===== config.mk =====
export PLATFORM = sky130hd
export DESIGN_NAME = mem_port_top
export DESIGN_NICKNAME = d
export VERILOG_FILES = /design/src/mem_port_pkg.sv /design/src/request_select.sv /design/src/owner_tracker.sv /design/src/response_router.sv /design/src/halt_control.sv /design/src/mem_port_top.sv
export VERILOG_INCLUDE_DIRS = /design/src
export SDC_FILE = /design/constraint.sdc
export NUM_CORES = 1
export LEC_CHECK = 0
export ABC_AREA = 1
export BUFFER_PORTS_ARGS = -buffer_cell sky130_fd_sc_hd__buf_2
export CAP_MARGIN = 25
export CORE_AREA = 2 2 151 153
export CTS_CLUSTER_SIZE = 25
export DETAILED_ROUTE_END_ITERATION = 16
export DIE_AREA = 0 0 153 155
export GPL_TIMING_DRIVEN = 0
export PLACE_DENSITY = 0.36
export SLEW_MARGIN = 20
export SYNTH_ARGS = -nofsm -noshare
export SYNTH_HDL_FRONTEND = slang
export SYNTH_SLANG_ARGS = --single-unit

===== constraint.sdc =====
create_clock -name clock -period 1.8 [get_ports clock]
set_clock_uncertainty 0.1 [all_clocks]
set_input_delay 0.36 -clock clock [delete_from_list [all_inputs] [get_ports clock]]
set_output_delay 0.36 -clock clock [all_outputs]
set_load 0.02 [all_outputs]

===== src/mem_port_params.svh =====
////////////////////
// memory port parameters
// bus widths and the owner turnaround
// length for the shared memory front end
////////////////////

`ifndef MEM_PORT_PARAMS_SVH
`define MEM_PORT_PARAMS_SVH

// byte address into memory
`define MEM_ADDR_W 32

// one double word per bus beat
`define MEM_DATA_W 64

// response and tag width
// zero on either means nothing came back
`define MEM_TAG_W 4

// dead cycles after the desired owner changes
`define MEM_TURNAROUND 1

`endif


===== src/mem_port_pkg.sv =====
////////////////////
// memory port types
// bus commands, access sizes, bus owner
// and the error status of the front end
////////////////////

package mem_port_pkg;

    // command on the tagged memory bus
    typedef enum logic [1:0] {
        bus_none  = 2'h0,
        bus_load  = 2'h1,
        bus_store = 2'h2
    } bus_command_t;

    // access size, fetch always uses double
    typedef enum logic [1:0] {
        size_byte   = 2'h0,
        size_half   = 2'h1,
        size_word   = 2'h2,
        size_double = 2'h3
    } mem_size_t;

    // side that holds the shared bus
    typedef enum logic [1:0] {
        owner_none = 2'h0,
        owner_data = 2'h1,
        owner_inst = 2'h2
    } bus_owner_t;

    // status reported out of the core
    typedef enum logic [1:0] {
        no_error      = 2'h0,
        illegal_inst  = 2'h1,
        halted_on_wfi = 2'h2
    } error_status_t;

endpackage


===== src/request_select.sv =====
////////////////////
// request select
// picks the bus request between the data
// cache and instruction fetch, and names
// the side that wants the bus
////////////////////

`timescale 1ns/1ps
`include "mem_port_params.svh"

module request_select (
    // data cache request
    input  mem_port_pkg::bus_command_t  dcache_command,
    input  logic [`MEM_ADDR_W-1:0]      dcache_addr,
    input  logic [`MEM_DATA_W-1:0]      dcache_data,
    input  mem_port_pkg::mem_size_t     dcache_size,
    // fetch address
    input  logic [`MEM_ADDR_W-1:0]      imem_addr,
    // request onto the bus
    output mem_port_pkg::bus_command_t  mem_command,
    output logic [`MEM_ADDR_W-1:0]      mem_addr,
    output logic [`MEM_DATA_W-1:0]      mem_wdata,
    output mem_port_pkg::mem_size_t     mem_size,
    output mem_port_pkg::bus_owner_t    desired_owner
);

    ////////////////////
    // priority mux
    ////////////////////

    always_comb begin
        if (dcache_command != mem_port_pkg::bus_none) begin
            // data side wins, whole request passes through
            mem_command   = dcache_command;
            mem_addr      = dcache_addr;
            mem_wdata     = dcache_data;
            mem_size      = dcache_size;
            desired_owner = mem_port_pkg::owner_data;
        end else begin
            // idle data side, fetch a double word
            mem_command   = mem_port_pkg::bus_load;
            mem_addr      = imem_addr;
            // loads carry no write data
            mem_wdata     = '0;
            mem_size      = mem_port_pkg::size_double;
            desired_owner = mem_port_pkg::owner_inst;
        end
    end

endmodule


===== src/owner_tracker.sv =====
////////////////////
// owner tracker
// holds the bus owner and counts the
// turnaround after each owner change
////////////////////

`timescale 1ns/1ps
`include "mem_port_params.svh"

module owner_tracker (
    input  logic                      clock,
    input  logic                      reset,
    input  mem_port_pkg::bus_owner_t  desired_owner,
    // current owner is done with the bus
    input  logic                      bus_release,
    output mem_port_pkg::bus_owner_t  owner,
    output logic                      turnaround_done
);

    // wide enough to hold the turnaround length
    localparam int cnt_w = $clog2(`MEM_TURNAROUND + 1);

    logic [cnt_w-1:0] wait_count;
    logic             owner_change;
    logic             handover;

    // someone else wants the bus
    assign owner_change = (desired_owner != owner);

    // handover only once the old owner lets go, or nobody holds it
    assign handover = owner_change &&
                      (bus_release || owner == mem_port_pkg::owner_none);

    ////////////////////
    // owner and counter
    ////////////////////

    always_ff @(posedge clock or posedge reset) begin
        if (reset) begin
            owner      <= mem_port_pkg::owner_none;
            wait_count <= cnt_w'(1);
        end else begin
            // restart the count on every pending change
            if (owner_change) begin
                wait_count <= cnt_w'(`MEM_TURNAROUND);
            end else if (wait_count != '0) begin
                wait_count <= wait_count - 1'b1;
            end
            if (handover) begin
                owner <= desired_owner;
            end
        end
    end

    // counter parked at zero once expired
    assign turnaround_done = (wait_count == '0);

endmodule


===== src/response_router.sv =====
////////////////////
// response router
// steers the memory response to the side
// that owns the bus, raises release when
// that side is answered or pre-empted
////////////////////

`timescale 1ns/1ps
`include "mem_port_params.svh"

module response_router (
    input  mem_port_pkg::bus_owner_t  owner,
    input  mem_port_pkg::bus_owner_t  desired_owner,
    input  logic                      turnaround_done,
    input  logic [`MEM_TAG_W-1:0]     mem_response,
    // per side responses
    output logic [`MEM_TAG_W-1:0]     dmem_response,
    output logic [`MEM_TAG_W-1:0]     imem_response,
    output logic                      bus_release,
    output logic                      fetch_stall
);

    // nonzero response means memory took the request
    logic response_seen;

    assign response_seen = (mem_response != '0);

    ////////////////////
    // routing
    ////////////////////

    always_comb begin
        dmem_response = '0;
        imem_response = '0;
        bus_release   = 1'b0;
        fetch_stall   = 1'b0;
        case (owner)
            mem_port_pkg::owner_data: begin
                // fetch waits while data holds the bus
                fetch_stall = 1'b1;
                if (turnaround_done) begin
                    dmem_response = mem_response;
                    bus_release   = response_seen;
                end
            end
            mem_port_pkg::owner_inst: begin
                if (desired_owner == mem_port_pkg::owner_data) begin
                    // data request pre-empts fetch at once
                    bus_release = 1'b1;
                end else if (turnaround_done) begin
                    imem_response = mem_response;
                    bus_release   = response_seen;
                end
            end
            default: begin
                // no owner, response dropped
                bus_release = 1'b0;
            end
        endcase
    end

endmodule


===== src/halt_control.sv =====
////////////////////
// halt control
// sticky halt flag, fetch enable and
// the error status encoding
////////////////////

`timescale 1ns/1ps

module halt_control (
    input  logic                         clock,
    input  logic                         reset,
    input  logic                         fetch_stall,
    input  logic                         dispatch_ok,
    input  logic                         retire_stall,
    input  logic                         halt,
    input  logic                         halt_confirm,
    input  logic                         illegal,
    output logic                         fetch_enable,
    output mem_port_pkg::error_status_t  error_status
);

    logic halt_seen;

    // set by retire, held until reset
    always_ff @(posedge clock or posedge reset) begin
        if (reset) begin
            halt_seen <= 1'b0;
        end else if (halt) begin
            halt_seen <= 1'b1;
        end
    end

    // fetch only with room downstream and the bus free
    assign fetch_enable = dispatch_ok && !fetch_stall && !retire_stall && !halt_seen;

    ////////////////////
    // status
    ////////////////////

    // illegal wins over halt
    always_comb begin
        if (illegal) begin
            error_status = mem_port_pkg::illegal_inst;
        end else if (halt_seen && halt_confirm) begin
            // halt counts once the data cache has drained
            error_status = mem_port_pkg::halted_on_wfi;
        end else begin
            error_status = mem_port_pkg::no_error;
        end
    end

endmodule


===== src/mem_port_top.sv =====
////////////////////
// memory port top
// shared memory front end, one tagged bus
// between fetch and the data cache, with
// owner tracking and halt control
////////////////////

`timescale 1ns/1ps
`include "mem_port_params.svh"

module mem_port_top (
    input  logic                         clock,
    input  logic                         reset,
    // data cache request
    input  mem_port_pkg::bus_command_t   dcache_command,
    input  logic [`MEM_ADDR_W-1:0]       dcache_addr,
    input  logic [`MEM_DATA_W-1:0]       dcache_data,
    input  mem_port_pkg::mem_size_t      dcache_size,
    // fetch address
    input  logic [`MEM_ADDR_W-1:0]       imem_addr,
    // memory returns
    input  logic [`MEM_TAG_W-1:0]        mem_response,
    input  logic [`MEM_DATA_W-1:0]       mem_data,
    input  logic [`MEM_TAG_W-1:0]        mem_tag,
    // bus request
    output mem_port_pkg::bus_command_t   mem_command,
    output logic [`MEM_ADDR_W-1:0]       mem_addr,
    output logic [`MEM_DATA_W-1:0]       mem_wdata,
    output mem_port_pkg::mem_size_t      mem_size,
    // responses back to each side
    output logic [`MEM_TAG_W-1:0]        dmem_response,
    output logic [`MEM_TAG_W-1:0]        imem_response,
    output logic [`MEM_DATA_W-1:0]       mem_rdata,
    output logic [`MEM_TAG_W-1:0]        mem_rtag,
    // fetch control
    output logic                         fetch_stall,
    output logic                         fetch_enable,
    // control from the core
    input  logic                         dispatch_ok,
    input  logic                         retire_stall,
    input  logic                         halt,
    input  logic                         halt_confirm,
    input  logic                         illegal,
    output mem_port_pkg::error_status_t  error_status
);

    mem_port_pkg::bus_owner_t desired_owner;
    mem_port_pkg::bus_owner_t owner;
    logic                     turnaround_done;
    logic                     bus_release;

    ////////////////////
    // request path
    ////////////////////

    request_select request_select_i (
        .dcache_command (dcache_command),
        .dcache_addr    (dcache_addr),
        .dcache_data    (dcache_data),
        .dcache_size    (dcache_size),
        .imem_addr      (imem_addr),
        .mem_command    (mem_command),
        .mem_addr       (mem_addr),
        .mem_wdata      (mem_wdata),
        .mem_size       (mem_size),
        .desired_owner  (desired_owner)
    );

    owner_tracker owner_tracker_i (
        .clock           (clock),
        .reset           (reset),
        .desired_owner   (desired_owner),
        .bus_release     (bus_release),
        .owner           (owner),
        .turnaround_done (turnaround_done)
    );

    ////////////////////
    // response path
    ////////////////////

    response_router response_router_i (
        .owner           (owner),
        .desired_owner   (desired_owner),
        .turnaround_done (turnaround_done),
        .mem_response    (mem_response),
        .dmem_response   (dmem_response),
        .imem_response   (imem_response),
        .bus_release     (bus_release),
        .fetch_stall     (fetch_stall)
    );

    // data and tag go to both sides, response picks the listener
    assign mem_rdata = mem_data;
    assign mem_rtag  = mem_tag;

    halt_control halt_control_i (
        .clock        (clock),
        .reset        (reset),
        .fetch_stall  (fetch_stall),
        .dispatch_ok  (dispatch_ok),
        .retire_stall (retire_stall),
        .halt         (halt),
        .halt_confirm (halt_confirm),
        .illegal      (illegal),
        .fetch_enable (fetch_enable),
        .error_status (error_status)
    );

endmodule


==> summary by stage <==
Worst setup path
For this design, the slowest cell found on the critical path is or2_1. On the worst path, the slowest cell contributes a delay of 0.21 ns. The launching element type of the critical path is an input pin. The signal on the critical path passes through buf_2 > nor2_4 > buf_12 > buf_12 > buf_12 > or2_1 > buf_2.

The biggest fanout along the worst timing path is 10. The classification of the worst setup path is in -> out. The kind of cell with the highest combined delay along the critical path is buffers and inverters. The worst setup path is captured at an output pin. STA puts the critical path data required time at between 1 and 1.5 ns. The number of buffers and inverters on the critical path is 5. The data arrival time at the worst-slack endpoint is 1.32 ns. The most numerous cell type found on the critical path is buf_12.

Die
The die span in x is 153 µm. The die covers between 20000 and 25000 µm². The number of top-level design ports is 391. Once the floorplan was initialized, standard cells occupied ~8.2% of the core. The number of core rows is 55. The placeable core region is 22200 µm². From bottom edge to top edge, the die measures 155 µm.

Timing
The worst-margin pin slew is just over 0.2 ns. After layout, the worst path uses between 90% and 100% of the clock period. The max-slew violation total from the final report is 0. Setup slack on the critical path of the routed design comes to 0.0235 ns. The achievable clock frequency is 563 MHz. The time the final worst path needs with I/O delays and setup is ~1.8 ns. The final count of hold timing violations is 0. The setup violation total in the final timing report is 0. In this run the tightest slew margin relative to its limit is 86.2%. Setup repair after global routing could not meet its margin everywhere.

Final layout
The total number of nets in the final design is 910. The fraction of layout instances using a drive strength above 1 is ~63%. From synthesis to final layout, the design area changed by 131%. The number of antenna cells inserted is 0.

CTS
TritonCTS built the clock tree. In this run the number of H-tree levels came out at 1. The sink count of the clock tree is 4. The maximum root-to-sink buffer count is 2.

The clock reaches the later pin of the worst-skew pair after 0.22 ns. CTS placed an instance of clkbuf_16 at the clock tree root. Clock-pin slew was measured on the worst setup and hold paths at 0.03 ns. TritonCTS created 3 clock buffers.

Run
The max-cap violation count is 0.

Detailed routing
The post-route DRC violation count is 0. The average detailed-routed wire length per instance is 11.3 µm. The uppermost signal routing layer after detailed routing is met5. Wire segments on met2 add up to 5800 µm in the final route. The detailed-routed wire length on met3 is 850 µm. The number of violations reported at the end of detailed-routing iteration 0 is 85. Summing over every cut layer, the via total after detailed routing is 3125. The count of antenna-violating nets left after detailed routing is 0. The iteration count of the initial detailed-routing pass is 5. The total routed wire length on the met1 layer is 4410 µm. The detailed-route vias per instance is 3.19.

Wires add up to 11100 µm.

Yosys
Counting instances in the post-synthesis netlist gives the leading cell types as nand2_1 (112), nor2_1 (76), buf_4 (72). By area the synthesized netlist is led by buf_4 (30%), nand2_1 (23%), nor2_1 (16%). The most common flop cell mapped by yosys is dfrtp_1. The post-synthesis instance area is between 1500 and 2000 µm². The most instantiated library cell after synthesis is nand2_1. The number of library cell types mapped by synthesis is 20. The mean instance size in the synthesized netlist is ~5 µm². The share of the Yosys chip area taken by registers is 5.59%.

The number of enable flip-flop cells after synthesis is 0. The net count after synthesis is 578. The leading area contributor after synthesis is buf_4. Yosys printed 0 warnings. The fraction of registers with async set or reset after synthesis is 100%. The top cell type by area accounts for 29.8% of the synthesized area.

Synthesis inferred 4 register bits. The cell count after synthesis came out at 364.

Placed design
At the placement stage, the worst setup path has a slack of -0.102 ns. The final weighted congestion in routability-driven placement is between 0.7 and 0.8. The HPWL after detailed placement is 9710 µm. The count of input and output buffers is 322.

Power and ir drop
VDD sags by at most 356 µV. For this design the static power due to leakage is between 0.002 and 0.003 µW. The cell area power density is 487 nW/µm². The total design power is about 2000 µW.

GRT
Global routing consumed, over all layers together, under 10% of the routing resources. Entering global routing, the biggest net connects 11 pins. Summed over all layers, the global routing overflow is 0. The number of antenna violations at the first check in global routing is 1.

The number of global-route vias before repair is 2765. The global-route wire length before repair is 15000 µm.

Run status
The run finished with clean final reports.

Min path
The worst hold path belongs to the class in -> reg.
## per-stage QoR
step / instance area, µm² / setup TNS (ns) / instances / hold WS (ns) / util (%)
after global routing: 4190 / -0.0662 / 980 / 0.230 / 18.8
after CTS: 3940 / -0.204 / 978 / 0.231 / 17.7
after detailed placement: 3780 / -2.97 / 971 / 0.151 / 17.0
after global placement: 3780 / -1.71 / 971 / 0.147 / 17.0
after floorplan: 1820 / 0 / 364 / 0.0254 / -
final: 4190 / 0 / 980 / 0.232 / 18.8
## per-layer routing
| layer | up-vias | GRT usage (%) |
|---|---|---|
| li1 | 1611 | - |
| met3 | 4 | 1.09 |
| met4 | 2 | 0.265 |
| met1 | 1298 | 9.47 |
| met5 | - | 0 |
| met2 | 210 | 15.6 |
## path summary, 6_finish.rpt
path,end,from,cells after the start,slack (ns)
max,mem_size[1],dcache_command[1],7,0.02
min,halt_control_i.halt_seen$_DFFE_PP0P_,halt,2,0.23
max reg2reg,owner_tracker_i.owner[1]$_DFFE_PP0P_,owner_tracker_i.owner[1]$_DFFE_PP0P_,7,0.37
min reg2reg,halt_control_i.halt_seen$_DFFE_PP0P_,halt_control_i.halt_seen$_DFFE_PP0P_,1,0.42
max in group asynchronous,owner_tracker_i.wait_count$_DFF_PP1_,reset,3,0.91
min in group asynchronous,owner_tracker_i.owner[1]$_DFFE_PP0P_,reset,3,0.46
## cells by family (layout without fill, tap and decap cells)
kind of cell / after synthesis / in the layout / share of synthesized area (%)
AND/OR/NAND/NOR: 198 / 198 / 42.5
AO/OA/AOI/OAI: 3 / 3 / 1.17
buffers and inverters: 156 / 487 / 48.7
flip-flops: 4 / 4 / 5.59
adder cells (fa/ha/maj): 3 / 3 / 2.07
## timing repair
action                     CTS  global route
pin swaps                    1             1
cloned                       0             1
setup endpoints to repair   72            76
hold endpoints to repair     3             0
resized for setup           20            74
hold buffers                 1             0
setup buffers                2             1
## report_power, final
| group | switching, µW | internal, µW |
|---|---|---|
| Sequential | 27.3 | 129 |
| Clock | 61.5 | 292 |
| Combinational | 886 | 642 |
## placed cells by master (no fill, tap or decap), types with 2 or more instances in the layout
cell type	netlist	final
buf_2	9	288
nand2_1	112	105
buf_4	72	104
nor2_1	76	68
inv_1	71	68
buf_6	2	10
nand2_2	3	9
nor2_2	0	7
buf_12	0	4
clkbuf_16	0	4
inv_2	1	3
dfrtp_1	3	3
nor2_4	1	2
nand3_1	2	2
or2_1	2	2
buf_8	0	2
clkbuf_1	1	2
ha_2	0	2
## flip-flops by register name (all words and copies together) (netlist names)
register	cells
owner_tracker_i.wait_count	1
owner_tracker_i.owner	2
halt_control_i.halt_seen	1
## cell type report
type | count | area [µm²]
Fill cell | 2583 | 18000
Buffer | 84 | 691
Inverter | 72 | 273
Tap cell | 285 | 357
Sequential cell | 4 | 101
Timing Repair Buffer | 327 | 1790
Multi-Input combinational cell | 204 | 895
Clock buffer | 4 | 78.8
## worst reg2reg max path, delay by kind of cell (launching register included)
kind / cells / cell delay, ns
fa+ha+maj: 1 / 0.21
buf+inv: 1 / 0.15
simple gates: 4 / 0.26
compound gates: 1 / 0.20
flops: 1 / 0.40
Power figures use the tool's default switching activity.
